==> config.mk <==
export PLATFORM = sky130hd
export DESIGN_NAME = ifetch_top
export DESIGN_NICKNAME = d
export VERILOG_FILES = /design/src/common/ifu_pkg.sv /design/src/ifetch/fetch_unit.sv /design/src/ifetch/instr_aligner.sv /design/src/verilog/ifetch_top.sv /design/src/verilog/wb_fetch_port.sv
export SDC_FILE = /design/constraint.sdc
export NUM_CORES = 1
export LEC_CHECK = 0
export ABC_AREA = 1
export BUFFER_PORTS_ARGS = -buffer_cell sky130_fd_sc_hd__buf_2
export CAP_MARGIN = 10
export CORE_MARGIN = 4
export CORE_UTILIZATION = 35
export CTS_CLUSTER_DIAMETER = 120
export DETAILED_ROUTE_END_ITERATION = 16
export PLACE_DENSITY_LB_ADDON = 0.08
export SYNTH_ARGS = -nofsm -noshare
export SYNTH_HDL_FRONTEND = slang
export SYNTH_SLANG_ARGS = --single-unit
==> constraint.sdc <==
create_clock -name clk_i -period 14.07 [get_ports clk_i]
set_clock_uncertainty 0.2 [all_clocks]
set_input_delay 2.1105 -clock clk_i [delete_from_list [all_inputs] [get_ports clk_i]]
set_output_delay 2.1105 -clock clk_i [all_outputs]
set_load 0.01 [all_outputs]
==> src/common/ifu_pkg.sv <==
package ifu_pkg;

    ////////////////////////////////////////////////////////////////////////////
    // Widths with a meaning
    ////////////////////////////////////////////////////////////////////////////

    // Memory data word, also a full long instruction
    typedef logic [31:0] word_t;

    // Word address, byte address bits 31 to 2
    typedef logic [29:0] waddr_t;

    // Halfword program counter, byte address bits 31 to 1
    typedef logic [30:0] pc_t;

    // One instruction half
    typedef logic [15:0] half_t;

    ////////////////////////////////////////////////////////////////////////////
    // Constants
    ////////////////////////////////////////////////////////////////////////////

    // Halfword fetched after reset
    localparam pc_t RESET_PC = 31'd0;

    // Low two bits of a half that marks a 32-bit instruction
    localparam logic [1:0] LONG_OPCODE = 2'b11;

    ////////////////////////////////////////////////////////////////////////////
    // State machines
    ////////////////////////////////////////////////////////////////////////////

    // Wishbone port, idle or running one classic read
    typedef enum logic {
        IDLE,
        BUS
    } wb_state_e;

    // Where the next instruction starts in the current word
    typedef enum logic [1:0] {
        LOW,
        HIGH,
        SPLIT
    } align_state_e;

endpackage

==> src/ifetch/fetch_unit.sv <==
`timescale 1ns/1ps

module fetch_unit (
    input  logic             clk_i,
    input  logic             rst_i,

    input  logic             stall_i,
    input  logic             branch_i,
    input  ifu_pkg::pc_t     branch_pc_i,

    input  ifu_pkg::word_t   fetch_data_i,
    input  logic             fetch_ready_i,
    output ifu_pkg::waddr_t  fetch_addr_o,

    output ifu_pkg::word_t   instr_o,
    output logic             is_long_o,
    output ifu_pkg::pc_t     pc_o,
    output logic             instr_valid_o,
    output logic             busywait_o
);

    ifu_pkg::waddr_t word_cnt;
    ifu_pkg::waddr_t word_cnt_inc;
    ifu_pkg::waddr_t pc_word;

    logic            accept_branch;
    logic            step;

    ifu_pkg::word_t  align_instr;
    logic            align_long;
    logic            align_complete;
    logic            align_word_done;
    logic            align_high;

    ////////////////////////////////////////////////////////////////////////////
    // Handshake with decode
    ////////////////////////////////////////////////////////////////////////////

    assign accept_branch = branch_i && !stall_i;

    // Held instruction leaves on any unstalled edge
    // A branch wins over a normal step
    assign step = fetch_ready_i && !stall_i && !branch_i;

    assign word_cnt_inc = word_cnt + 30'd1;
    assign fetch_addr_o = word_cnt;

    // Second half of a split instruction arrives one word after its start
    assign pc_word = (align_long && align_high) ? word_cnt - 30'd1 : word_cnt;

    instr_aligner i_align (
        .clk_i           (clk_i),
        .rst_i           (rst_i),
        .step_i          (step),
        .redirect_i      (accept_branch),
        .redirect_high_i (branch_pc_i[0]),
        .word_i          (fetch_data_i),
        .instr_o         (align_instr),
        .is_long_o       (align_long),
        .complete_o      (align_complete),
        .word_done_o     (align_word_done),
        .high_o          (align_high)
    );

    ////////////////////////////////////////////////////////////////////////////
    // Word counter and control flags
    ////////////////////////////////////////////////////////////////////////////

    always_ff @(posedge clk_i) begin
        if (!rst_i) begin
            word_cnt      <= ifu_pkg::RESET_PC[30:1];
            instr_valid_o <= 1'b0;
            busywait_o    <= 1'b0;
        end else begin
            // Only the cycle right after the redirect
            busywait_o <= accept_branch;

            if (accept_branch) begin
                word_cnt      <= branch_pc_i[30:1];
                instr_valid_o <= 1'b0;
            end else if (!stall_i) begin
                if (fetch_ready_i) begin
                    instr_valid_o <= align_complete;
                    if (align_word_done) begin
                        word_cnt <= word_cnt_inc;
                    end
                end else begin
                    // Old instruction was taken, nothing new yet
                    instr_valid_o <= 1'b0;
                end
            end
        end
    end

    // Decode payload, qualified by instr_valid_o
    always_ff @(posedge clk_i) begin
        if (step) begin
            instr_o   <= align_instr;
            is_long_o <= align_long;
            pc_o      <= {pc_word, align_high};
        end
    end

endmodule

==> src/ifetch/instr_aligner.sv <==
`timescale 1ns/1ps

module instr_aligner (
    input  logic            clk_i,
    input  logic            rst_i,

    input  logic            step_i,
    input  logic            redirect_i,
    input  logic            redirect_high_i,
    input  ifu_pkg::word_t  word_i,

    output ifu_pkg::word_t  instr_o,
    output logic            is_long_o,
    output logic            complete_o,
    output logic            word_done_o,
    output logic            high_o
);

    ifu_pkg::align_state_e state;
    ifu_pkg::align_state_e state_next;

    ifu_pkg::half_t        held_half;
    ifu_pkg::half_t        lo_half;
    ifu_pkg::half_t        hi_half;

    logic                  lo_long;
    logic                  hi_long;
    logic                  hold_hi;

    assign lo_half = word_i[15:0];
    assign hi_half = word_i[31:16];

    // Length test, only meaningful for a half that starts an instruction
    assign lo_long = (lo_half[1:0] == ifu_pkg::LONG_OPCODE);
    assign hi_long = (hi_half[1:0] == ifu_pkg::LONG_OPCODE);

    // A split instruction still counts as starting in the upper half
    assign high_o = (state != ifu_pkg::LOW);

    ////////////////////////////////////////////////////////////////////////////
    // Length decision and assembly
    ////////////////////////////////////////////////////////////////////////////

    always_comb begin
        instr_o     = {16'h0000, lo_half};
        is_long_o   = 1'b0;
        complete_o  = 1'b0;
        word_done_o = 1'b0;
        hold_hi     = 1'b0;
        state_next  = state;

        case (state)
            ifu_pkg::LOW: begin
                complete_o = 1'b1;
                if (lo_long) begin
                    // Whole word is one instruction
                    instr_o     = word_i;
                    is_long_o   = 1'b1;
                    word_done_o = 1'b1;
                    state_next  = ifu_pkg::LOW;
                end else begin
                    instr_o    = {16'h0000, lo_half};
                    state_next = ifu_pkg::HIGH;
                end
            end

            ifu_pkg::HIGH: begin
                word_done_o = 1'b1;
                instr_o     = {16'h0000, hi_half};
                if (hi_long) begin
                    // First half only, wait for the next word
                    is_long_o  = 1'b1;
                    hold_hi    = 1'b1;
                    state_next = ifu_pkg::SPLIT;
                end else begin
                    complete_o = 1'b1;
                    state_next = ifu_pkg::LOW;
                end
            end

            ifu_pkg::SPLIT: begin
                // Low half here is a tail, no length test on it
                instr_o    = {lo_half, held_half};
                is_long_o  = 1'b1;
                complete_o = 1'b1;
                state_next = ifu_pkg::HIGH;
            end

            default: begin
                state_next = ifu_pkg::LOW;
            end
        endcase
    end

    ////////////////////////////////////////////////////////////////////////////
    // State and held half
    ////////////////////////////////////////////////////////////////////////////

    always_ff @(posedge clk_i) begin
        if (!rst_i) begin
            state <= ifu_pkg::LOW;
        end else if (redirect_i) begin
            // Leaving SPLIT drops any held half
            state <= redirect_high_i ? ifu_pkg::HIGH : ifu_pkg::LOW;
        end else if (step_i) begin
            state <= state_next;
        end
    end

    always_ff @(posedge clk_i) begin
        if (step_i && hold_hi) begin
            held_half <= hi_half;
        end
    end

endmodule

==> src/verilog/ifetch_top.sv <==
`timescale 1ns/1ps

module ifetch_top (
    input  logic             clk_i,
    input  logic             rst_i,

    // Decode side
    input  logic             stall_i,
    input  logic             branch_i,
    input  ifu_pkg::pc_t     branch_pc_i,
    output ifu_pkg::word_t   instr_o,
    output logic             is_long_o,
    output ifu_pkg::pc_t     pc_o,
    output logic             instr_valid_o,
    output logic             busywait_o,

    // Wishbone master
    output logic             wb_cyc_o,
    output logic             wb_stb_o,
    output logic             wb_we_o,
    output ifu_pkg::waddr_t  wb_adr_o,
    input  ifu_pkg::word_t   wb_dat_i,
    input  logic             wb_ack_i
);

    ifu_pkg::waddr_t fetch_addr;
    ifu_pkg::word_t  fetch_data;
    logic            fetch_ready;

    ////////////////////////////////////////////////////////////////////////////
    // Memory port
    ////////////////////////////////////////////////////////////////////////////

    wb_fetch_port i_port (
        .clk_i         (clk_i),
        .rst_i         (rst_i),
        .fetch_addr_i  (fetch_addr),
        .fetch_data_o  (fetch_data),
        .fetch_ready_o (fetch_ready),
        .wb_cyc_o      (wb_cyc_o),
        .wb_stb_o      (wb_stb_o),
        .wb_we_o       (wb_we_o),
        .wb_adr_o      (wb_adr_o),
        .wb_dat_i      (wb_dat_i),
        .wb_ack_i      (wb_ack_i)
    );

    ////////////////////////////////////////////////////////////////////////////
    // Fetch and alignment
    ////////////////////////////////////////////////////////////////////////////

    fetch_unit i_fetch (
        .clk_i         (clk_i),
        .rst_i         (rst_i),
        .stall_i       (stall_i),
        .branch_i      (branch_i),
        .branch_pc_i   (branch_pc_i),
        .fetch_data_i  (fetch_data),
        .fetch_ready_i (fetch_ready),
        .fetch_addr_o  (fetch_addr),
        .instr_o       (instr_o),
        .is_long_o     (is_long_o),
        .pc_o          (pc_o),
        .instr_valid_o (instr_valid_o),
        .busywait_o    (busywait_o)
    );

endmodule

==> src/verilog/wb_fetch_port.sv <==
`timescale 1ns/1ps

module wb_fetch_port (
    input  logic             clk_i,
    input  logic             rst_i,

    input  ifu_pkg::waddr_t  fetch_addr_i,
    output ifu_pkg::word_t   fetch_data_o,
    output logic             fetch_ready_o,

    output logic             wb_cyc_o,
    output logic             wb_stb_o,
    output logic             wb_we_o,
    output ifu_pkg::waddr_t  wb_adr_o,
    input  ifu_pkg::word_t   wb_dat_i,
    input  logic             wb_ack_i
);

    ifu_pkg::wb_state_e state;

    logic               buf_valid;
    ifu_pkg::waddr_t    buf_tag;
    ifu_pkg::word_t     buf_data;
    logic               hit;

    ////////////////////////////////////////////////////////////////////////////
    // One-word buffer lookup
    ////////////////////////////////////////////////////////////////////////////

    assign hit           = buf_valid && (buf_tag == fetch_addr_i);
    assign fetch_ready_o = hit;
    assign fetch_data_o  = buf_data;

    // Classic read, strobe follows cycle
    assign wb_cyc_o = (state == ifu_pkg::BUS);
    assign wb_stb_o = (state == ifu_pkg::BUS);
    assign wb_we_o  = 1'b0;

    always_ff @(posedge clk_i) begin
        if (!rst_i) begin
            state     <= ifu_pkg::IDLE;
            buf_valid <= 1'b0;
        end else begin
            case (state)
                ifu_pkg::IDLE: begin
                    if (!hit) begin
                        state <= ifu_pkg::BUS;
                    end
                end

                ifu_pkg::BUS: begin
                    // Finish even if the fetch address moved meanwhile
                    if (wb_ack_i) begin
                        state     <= ifu_pkg::IDLE;
                        buf_valid <= 1'b1;
                    end
                end

                default: begin
                    state <= ifu_pkg::IDLE;
                end
            endcase
        end
    end

    // Address held for the whole cycle, buffer written on ack
    always_ff @(posedge clk_i) begin
        if (state == ifu_pkg::IDLE && !hit) begin
            wb_adr_o <= fetch_addr_i;
        end
        if (state == ifu_pkg::BUS && wb_ack_i) begin
            buf_tag  <= wb_adr_o;
            buf_data <= wb_dat_i;
        end
    end

endmodule
# Yosys cells after proc, flatten, opt, wreduce, memory -nomap -nowiden
# Index checks and enable logic that the tools add are counted.
[totals]
regBits = 208
inputBits = 68
out_inout_bits = 99
elab_cells = 67
[op_classes]
add_sub_neg = 2
eq_ne = 6
muxes = 24
bitwise_logic = 2
reduce_logical = 20
[ops]
columns = ["operator", "n"]
rows = [
  ["2-to-1 mux 30 bit", 5],
  ["one-hot mux 32 bit (3 select lines)", 1],
  ["2-to-1 mux 32 bit", 1],
  ["adder 30 x 1 -> 30 bit (second input constant)", 1],
  ["== test 30 bit", 1],
  ["subtractor 30 x 1 -> 30 bit (second input constant)", 1],
  ["2-to-1 mux 1 bit", 9],
  ["logical AND 1 bit", 8],
  ["nonzero test 2 bit", 4],
  ["== test 2 bit (second input constant)", 3],
  ["2-to-1 mux 2 bit", 3],
  ["one-hot mux 1 bit (2 select lines)", 3],
  ["one-hot mux 2 bit (3 select lines)", 1],
  ["OR reduction 2 bit", 2],
  ["logical NOT 1 bit", 3],
  ["one-hot mux 1 bit (3 select lines)", 1],
  ["AND reduction 3 bit", 1],
  ["== test 2 x 1 -> 1 bit (second input constant)", 1],
  ["logical NOT 2 bit", 1],
  ["!= test 2 x 1 -> 1 bit (second input constant)", 1],
  ["inverter 1 bit", 2],
  ["AND reduction 2 bit", 1],
]

# Longest topological paths before layout
# Gate-level depths: netlist of the first run.
[depth]
ltp_word = 7
mapped_depth = 16
depth_no_buf = 14

# Hierarchy
# A second synthesis of the first run with hierarchy kept.
[hier_totals]
hier_cells = 1101
hier_area_um2 = 10042.1
[by_module_without_submodules]
columns = ["module", "instances", "cells_each", "area_per_inst_um2", "seq_area_each_um2"]
rows = [
  ["fetch_unit", 1, 632, 5129.9, 2562.5],
  ["wb_fetch_port", 1, 314, 3677.3, 2802.7],
  ["instr_aligner", 1, 155, 1234.9, 520.5],
]

# Worst setup path after synthesis of the first run
# Ideal clock, no wire load.
[synth_path]
path_kind = "input port to flip-flop"
startpoint = "in stall_i"
endpoint = "reg i_fetch.instr_o[0], enable pin"
setup_time_ps = 486
arrival_ps = 5050
t_required_ps = 13384
setup_slack_ps = 8333
cell_stages = 3
path_buffers = 0
cell_sequence = "inv_1 nand3_4 nor2_1"
[synth_between]
elab_chain_len = 3
[synth_rtl]
columns = ["element", "line", "source"]
rows = [
  ["from (decl)", "ifetch_top.sv:8", "input logic stall_i,"],
  ["logical NOT 1 bit", "fetch_unit.sv:43", "assign step = fetch_ready_i && !stall_i && !branch_i;"],
  ["logical AND 1 bit (2 in a row)", "fetch_unit.sv:43", ""],
  ["named net i_fetch.i_align.step_i", "instr_aligner.sv:7", "input logic step_i,"],
  ["to (signal assigned)", "fetch_unit.sv:98", "instr_o <= align_instr;"],
  ["to (decl)", "fetch_unit.sv:15", "output ifu_pkg::word_t instr_o,"],
]
# The timed path passes the listed nets, and every way through them passes these cells.
# A chain may end at the register's enable or synchronous reset.

# Worst setup path in the final report of the first run
[layout_path]
startpoint = "in stall_i"
endpoint = "reg i_fetch.word_cnt[0], in the netlist i_fetch.fetch_addr_o[0]"
[layout_between]
elab_chain_len = 4
word_cells_on_any_way = 7
classes_between = "1 x eq/ne; 1 x mux; 5 x reduce/logical"
[layout_rtl]
columns = ["element", "line", "source"]
rows = [
  ["logical NOT 1 bit", "fetch_unit.sv:39", "assign accept_branch = branch_i && !stall_i;"],
  ["logical AND 1 bit", "fetch_unit.sv:39", ""],
  ["!= test 2 x 1 -> 1 bit (no source line) or nonzero test 2 bit (tied branches)", "-", ""],
  ["AND reduction 3 bit (no source line)", "-", ""],
  ["to (signal assigned)", "fetch_unit.sv:71", "word_cnt <= ifu_pkg::RESET_PC[30:1];"],
  ["to (signal assigned)", "fetch_unit.sv:79", "word_cnt <= branch_pc_i[30:1];"],
  ["to (signal assigned)", "fetch_unit.sv:85", "word_cnt <= word_cnt_inc;"],
  ["to (decl)", "fetch_unit.sv:22", "ifu_pkg::waddr_t word_cnt;"],
]
# Several ways; a longest one is shown, not always the timed one.

==> results of run 1 <==
per-stage QoR:
step | hold WS [ps] | instance area (µm²) | setup WS, ps
after detailed placement | 230 | 10800 | 9420
final | 242 | 11500 | 9950
after global placement | 224 | 10800 | 9440
after CTS | 244 | 11500 | 9940
after floorplan | 203 | 9640 | 8330
after global routing | 260 | 11500 | 9690
cells in the final DEF (no fill, tap or decap), types with 13 or more instances in the layout:
cell	instances
sky130_fd_sc_hd__edfxtp_1	172
sky130_fd_sc_hd__buf_2	165
sky130_fd_sc_hd__nor3_1	19
sky130_fd_sc_hd__xor2_1	35
sky130_fd_sc_hd__nand3_1	44
sky130_fd_sc_hd__dfxtp_1	36
sky130_fd_sc_hd__clkbuf_16	25
sky130_fd_sc_hd__o221ai_1	16
sky130_fd_sc_hd__inv_1	121
sky130_fd_sc_hd__o21ai_0	20
sky130_fd_sc_hd__nor2_1	121
sky130_fd_sc_hd__o22ai_1	17
sky130_fd_sc_hd__nand2_1	275
sky130_fd_sc_hd__nand4_1	13
sky130_fd_sc_hd__a21oi_1	23
worst max-delay path, stage by stage:
cell and delay [ps]:
sky130_fd_sc_hd__buf_2 100, sky130_fd_sc_hd__inv_1 90, sky130_fd_sc_hd__nand2_1 70, sky130_fd_sc_hd__buf_4 440, sky130_fd_sc_hd__clkinv_1 840, sky130_fd_sc_hd__o21ai_0 380, sky130_fd_sc_hd__nand3b_1 140, sky130_fd_sc_hd__nand2_1 70
sky130_fd_sc_hd__nor2_1 100
per-layer routing:
layer | up-vias | GRT usage | share of wire
li1 | 3636 | - | -
met5 | - | 0 | 0
met4 | 0 | 0.0492 | 0.024
met3 | 41 | 0.0313 | 0.056
met1 | 3484 | 0.255 | 0.46
met2 | 242 | 0.292 | 0.46
area by class of cell:
cell class	count	area [µm²]	share of cell area
Clock inverter	10	76.3	0.00662
Sequential cell	208	5890	0.511
Clock buffer	34	679	0.0590
Timing Repair Buffer	173	886	0.0769
Tap cell	341	427	0.0370
Inverter	133	499	0.0433
Multi-Input combinational cell	631	3070	0.266
worst paths after layout:
kind / end / slack (ps) / cells after the start
worst max register to register: i_fetch.instr_o[11] / 10420 / 11
worst min-delay path: i_port.buf_tag[25] / 240 / 0
worst max-delay path: i_fetch.fetch_addr_o[0] / 9950 / 9
worst min register to register: i_port.buf_tag[25] / 240 / 0
power groups by stage:
| stage | sequential, mW | clock (mW) | combinational, mW |
|---|---|---|---|
| 3_5_place_dp | 0.729 | 0 | 0.122 |
| 6_report | 0.717 | 0.596 | 0.122 |
| 5_1_grt | 0.720 | 0.642 | 0.138 |
| 4_1_cts | 0.717 | 0.612 | 0.123 |
| 3_3_place_gp | 0.729 | 0 | 0.122 |
| 2_1_floorplan | 0.720 | 0 | 0.0810 |
cells by family (layout without fill, tap and decap cells):
group,after synthesis,after routing,share of synthesized area
compound gates,81,81,0.0519
xor+xnor,43,43,0.0391
fa+ha+maj,2,2,0.00260
buf+inv,171,350,0.0728
flops,208,208,0.611
other cells,1,1,0.000389
simple gates,504,504,0.223
flip-flops by register name, indices dropped and copies added, names as in the netlist, 2 cells and up:
name / cells
i_fetch.pc_o: 31
i_fetch.i_align.state: 2
i_port.buf_tag: 30
i_fetch.fetch_addr_o: 30
i_fetch.instr_o: 32
i_fetch.i_align.held_half: 16
i_port.fetch_data_o: 32
i_port.wb_adr_o: 30
==> results.yml, run 1 <==
status:
  status: "finished, final reports clean"
sta:
  final-hold-violation-count: 0
  max_freq_ghz: 0.243
  post_route_fraction_of_the_period_consumed_by_the_critical_path: 0.293
  setup_repair_after_global_routing_missed_its_margin: "no"
  slew_headroom: 0.273
  worst_max_slew_pin_slew_ps: 1090
  report.final.setup_viol: 0
  final.min_clock_period_ps: 4120
  setup_tns_ps: 0
  slew_viol_final: 0
placed_design:
  dp.cells: 1486
  globalplace.congestion: 0.859
  hpwl_detailed_mm: 20.3
  io_buffers: 165
grt:
  overflow: 0
  track_usage: 0.182
  antenna_found_initial: 0
  grt_pass1_wl_mm: 42.9
  largest_net_degree_at_the_start_of_global_routing: 44
  first_global_vias: 7331
worst_setup_path:
  timing.critical_path.from: "stall_i"
  cp_max_fo: 43
  worst_setup_path_start_kind: "primary input"
  critical_path_required_ps: 14320
  regToRegStartpoint: "i_fetch.fetch_addr_o[3]"
  timing_worst_setup_path_type: "in2reg"
  worst_setup_path_end_kind: "register"
  arrival_time_of_the_worst_setup_path_ps: 4370
yosys:
  post_synth_top_cells: "sky130_fd_sc_hd__nand2_1 (275), sky130_fd_sc_hd__edfxtp_1 (172), sky130_fd_sc_hd__nor2_1 (123), sky130_fd_sc_hd__inv_1 (122), sky130_fd_sc_hd__nand3_1 (44)"
  synth_most_common_cell: "sky130_fd_sc_hd__nand2_1"
  synth.distinct_cells: 41
  syn_area_um2: 9640
  synth-edff-count: 172
  yosys.area.top_type_share: 0.536
  syn-num-nets: 1080
  synthDominantAreaCellType: "sky130_fd_sc_hd__edfxtp_1"
  async_reset_ff_frac: 0
  largest_cells_by_area_after_synthesis: "sky130_fd_sc_hd__edfxtp_1 (54%), sky130_fd_sc_hd__nand2_1 (11%), sky130_fd_sc_hd__dfxtp_1 (7.5%)"
  synth-seq-cells: 208
  yosys_warnings: 0
  postSynthAreaPerCell_um2: 9.55
  synth_cells: 1010
  yosys_most_used_dff: "sky130_fd_sc_hd__edfxtp_1"
  portion_of_the_post_synthesis_area_used_by_sequential_elements: 0.611
floorplanning:
  die_width_um: 174
  core-area_um2: 27000
  initial_utilization: 0.357
  top_level_ports: 167
  dieHeight_um: 174
  die-area_um2: 30300
  fp-row-count: 60
power:
  p_total_mw: 1.44
  clockPowerShare: 0.416
  comb_power_share: 0.085
  power.switching_fraction: 0.242
  cellInternalPower_mw: 1.09
  leakage_nw: 4.91
  power.ir.vdd_worst_v: 0.0000707
  power.density_cell_area_nw_per_um2: 125
  share_of_total_power_in_sequential_cells: 0.500
  switchingPower_mw: 0.347
cts:
  post-cts-setup-buffers: 0
  clock_sinks: 208
  count_of_instances_resized_after_the_clock_tree_is_built: 0
  worst_skew_pair.late_latency_ps: 510
  cts_buffers: 24
  htree_num_levels: 1
  tritoncts: "yes"
  cts_hold_repair.buffers: 0
  clk_pin_slew_worst_paths_ps: 60
  max-clock-path-buffers: 3
  clk_tree_root_cell: "sky130_fd_sc_hd__clkbuf_16"
run:
  drv.max_cap_violation_count: 0
cells_and_area:
  antennaDiodeCount: 0
  post_route_cells_drive_above_1_share: 0.205
  finalNetCount: 1241
  final.fill_count: 2725
  utilization: 0.426
  stdcell_count: 1530
  area_growth_pct: 19.5
routing:
  drtPass1Iterations: 5
  detailroute.via_count: 7403
  first_iter_violations: 592
  vias_per_cell: 4.84
  postRouteWirelength_mm: 28.1
  post_drt_wl_per_cell_um: 18.3
  remaining_drcs: 0
  antenna_violating_nets_remaining: 0
worst_hold_path:
  min-delay-start: "i_port.wb_adr_o[25]"
  timing.hold.worst.class: "reg2reg"
Note: power is estimated with default switching activity, not from simulation.
==> inputs of run 2 (changes only) <==
- ABC_AREA: 1 -> 0
- clock period: 14.07 -> 3.45 ns (I/O delays scaled with it)
==> results.yml, run 2 <==
cts:
  htree_num_levels: 1
  clk_tree_root_cell: "sky130_fd_sc_hd__clkbuf_16"
  max-clock-path-buffers: 3
  worst_skew_pair.late_latency_ps: 510
  tritoncts: "yes"
  post-cts-setup-buffers: 0
  clk_pin_slew_worst_paths_ps: 60
  clock_sinks: 208
  cts_buffers: 24
placed_design:
  pre_cts_ws_ps: 650
  io_buffers: 165
  hpwl_detailed_mm: 17.6
  globalplace.congestion: 0.822
worst_setup_path:
  cp_top_family: "simple AND/OR/NAND/NOR gates"
  worst_setup_path_start_kind: "register"
  timing_worst_setup_path_type: "reg2reg"
  cp_max_fo: 14
  largest_stage_delay_on_the_critical_path_ps: 690
  worst_setup_path_end_kind: "register"
  arrival_time_of_the_worst_setup_path_ps: 2840
  regToRegStartpoint: "i_fetch.i_align.state[1]"
  worst-path-buf-inv: 0
  worstRegToRegCells: 6
  cp_cell_sequence: "nand4b_4 -> a2111o_1 -> or4_1 -> nor2_4 -> nor4b_4 -> xor2_1"
  worst_setup_slack_for_register_to_register_paths_ps: 660
  cell_with_the_largest_stage_delay_on_the_worst_path: "sky130_fd_sc_hd__or4_1"
  critical_path_required_ps: 3500
  worstReg2RegEnd: "i_fetch.pc_o[30]"
yosys:
  synth_most_common_cell: "sky130_fd_sc_hd__edfxtp_1"
  portion_of_the_post_synthesis_area_used_by_sequential_elements: 0.641
  synth_cells: 729
  postSynthAreaPerCell_um2: 12.6
  yosys_most_used_dff: "sky130_fd_sc_hd__edfxtp_1"
  synthDominantAreaCellType: "sky130_fd_sc_hd__edfxtp_1"
  yosys_warnings: 0
  synth-edff-count: 172
  post_synth_top_cells: "sky130_fd_sc_hd__edfxtp_1 (172), sky130_fd_sc_hd__nand2_1 (42), sky130_fd_sc_hd__nor2_1 (42), sky130_fd_sc_hd__dfxtp_1 (36), sky130_fd_sc_hd__clkbuf_1 (34)"
  async_reset_ff_frac: 0
  synth.distinct_cells: 65
  yosys.area.top_type_share: 0.562
  syn-num-nets: 799
  largest_cells_by_area_after_synthesis: "sky130_fd_sc_hd__edfxtp_1 (56%), sky130_fd_sc_hd__dfxtp_1 (7.8%), sky130_fd_sc_hd__xor2_1 (3.1%)"
  synth-seq-cells: 208
  syn_area_um2: 9190
routing:
  first_iter_violations: 510
  postRouteWirelength_mm: 25.6
  vias_per_cell: 5.20
  met2_length_mm: 12.2
  drtPass1Iterations: 5
  post_drt_wl_per_cell_um: 20.0
  detailroute.via_count: 6652
  antenna_violating_nets_remaining: 0
  remaining_drcs: 0
  m1WireLength_mm: 11.3
  highest_signal_layer_in_the_routed_design: "met4"
  dr_wl_met3_mm: 1.55
sta:
  worst_max_slew_pin_slew_ps: 1050
  setup_repair_after_global_routing_missed_its_margin: "no"
  final.min_clock_period_ps: 2790
  post_route_fraction_of_the_period_consumed_by_the_critical_path: 0.809
  worst_setup_margin_ps: 659
  final-hold-violation-count: 0
  slew_headroom: 0.295
  slew_viol_final: 0
  max_freq_ghz: 0.358
  report.final.setup_viol: 0
cells_and_area:
  finalNetCount: 997
  antennaDiodeCount: 0
  area_growth_pct: 26.8
  most_common_library_cell_in_the_layout_ignoring_fill_and_taps: "sky130_fd_sc_hd__edfxtp_1"
  post_route_cells_drive_above_1_share: 0.284
  mostFrequentLayoutCells: "sky130_fd_sc_hd__edfxtp_1 (172), sky130_fd_sc_hd__buf_2 (165), sky130_fd_sc_hd__nand2_1 (41), sky130_fd_sc_hd__nor2_1 (41)"
  utilization: 0.450
  final.fill_count: 2429
power:
  leakage_nw: 4.38
  power.ir.vdd_worst_v: 0.000306
  power.density_cell_area_nw_per_um2: 516
worst_hold_path:
  holdPathEnd: "i_fetch.fetch_addr_o[17]"
  min_path_cells: 3
  timing.hold.worst.class: "in2reg"
  min-delay-start: "branch_pc_i[18]"
grt:
  antenna_found_initial: 0
  overflow: 0
  grt_pass1_wl_mm: 39.2
  track_usage: 0.172
  largest_net_degree_at_the_start_of_global_routing: 51
  first_global_vias: 6845
status:
  status: "finished, final reports clean"
floorplanning:
  core-area_um2: 25900
  fp-row-count: 59
  top_level_ports: 167
  initial_utilization: 0.354
  die-area_um2: 28900
  dieHeight_um: 170
  die_width_um: 170
run:
  drv.max_cap_violation_count: 0
==> run 2: cell types whose count changed in the layout (fill, tap and decap cells not counted), sizes merged, moves of 22 or more <==
cell / delta
nor2: -88
nand2: -239
xnor2: +24
nand3: -22
inv: -122
dlygate4sd3: +32
buf: +28
==> run 2: stage by stage <==
stage	area [µm²]	hold slack (ps)	power, mW	setup TNS [ps]	cells
2_1_floorplan	9340	203	3.31	-1650	729
3_3_place_gp	10500	231	3.53	0	1204
3_5_place_dp	10500	234	3.53	0	1204
4_1_cts	11600	18.3	6.10	0	1280
5_1_grt	11600	32.8	6.26	0	1280
6_report	11600	43.4	6.01	0	1280
==> run 2: worst max path at each step <==
| stage | start | endpoint | slack [ps] | depth (start not counted) |
|---|---|---|---|---|
| 6_report | i_fetch.i_align.state[1] | i_fetch.pc_o[30] | 660 | 6 |
| 5_1_grt | i_fetch.fetch_addr_o[7] | i_fetch.instr_o[27] | 480 | 6 |
| 3_5_place_dp | i_fetch.i_align.state[1] | i_fetch.pc_o[30] | 650 | 6 |
| 4_1_cts | i_fetch.i_align.state[1] | i_fetch.pc_o[30] | 650 | 6 |
| 3_3_place_gp | stall_i | i_fetch.fetch_addr_o[29] | 680 | 6 |
| 2_1_floorplan | i_fetch.fetch_addr_o[26] | i_fetch.instr_o[0] | -30 | 7 |
==> run 2: what timing repair did <==
| action | CTS | global route |
|---|---|---|
| setup endpoints to repair | 0 | 0 |
| hold endpoints to repair | 32 | 0 |
| gates resized for setup | 0 | 0 |
| hold buffers | 32 | 0 |
==> run 2: final cells by class <==
cell class | instances | area (µm²) | area share
multi-input combinational | 452 | 3080 | 0.265
tap | 335 | 419 | 0.0360
clock buffer | 38 | 734 | 0.0631
sequential | 208 | 5890 | 0.505
clock inverter | 6 | 52.6 | 0.00451
inverter | 8 | 30.0 | 0.00258
timing repair buffer | 233 | 1440 | 0.124
==> run 2: logic make-up after synthesis <==
| family | count (synthesis) | synth area share |
|---|---|---|
| simple gates | 246 | 0.156 |
| flops | 208 | 0.641 |
| compound gates | 120 | 0.0854 |
| buf+inv | 69 | 0.0330 |
| xor+xnor | 65 | 0.0620 |
| mux | 18 | 0.0196 |
| fa+ha+maj | 2 | 0.00272 |
| other cells | 1 | 0.000408 |
==> run 2: power by group <==
| part | total [mW] | internal, mW | switching [mW] | leakage [nW] |
|---|---|---|---|---|
| Sequential | 2.95 | 2.85 | 0.101 | 1.93 |
| Combinational | 0.557 | 0.237 | 0.320 | 2.06 |
| Clock | 2.51 | 1.53 | 0.985 | 0.388 |
| Total | 6.01 | 4.61 | 1.41 | 4.38 |
==> run 2: worst reg2reg max path, cell delays in order (launching register included) <==
cell	delay [ps]
sky130_fd_sc_hd__dfxtp_2	400
sky130_fd_sc_hd__nand4b_4	240
sky130_fd_sc_hd__a2111o_1	450
sky130_fd_sc_hd__or4_1	690
sky130_fd_sc_hd__nor2_4	230
sky130_fd_sc_hd__nor4b_4	220
sky130_fd_sc_hd__xor2_1	90
==> run 2: routing by layer <==
| layer | GRT usage | vias up |
|---|---|---|
| li1 | - | 3136 |
| met1 | 0.231 | 3235 |
| met2 | 0.289 | 234 |
| met3 | 0.0293 | 47 |
| met4 | 0.0514 | 0 |
| met5 | 0 | - |
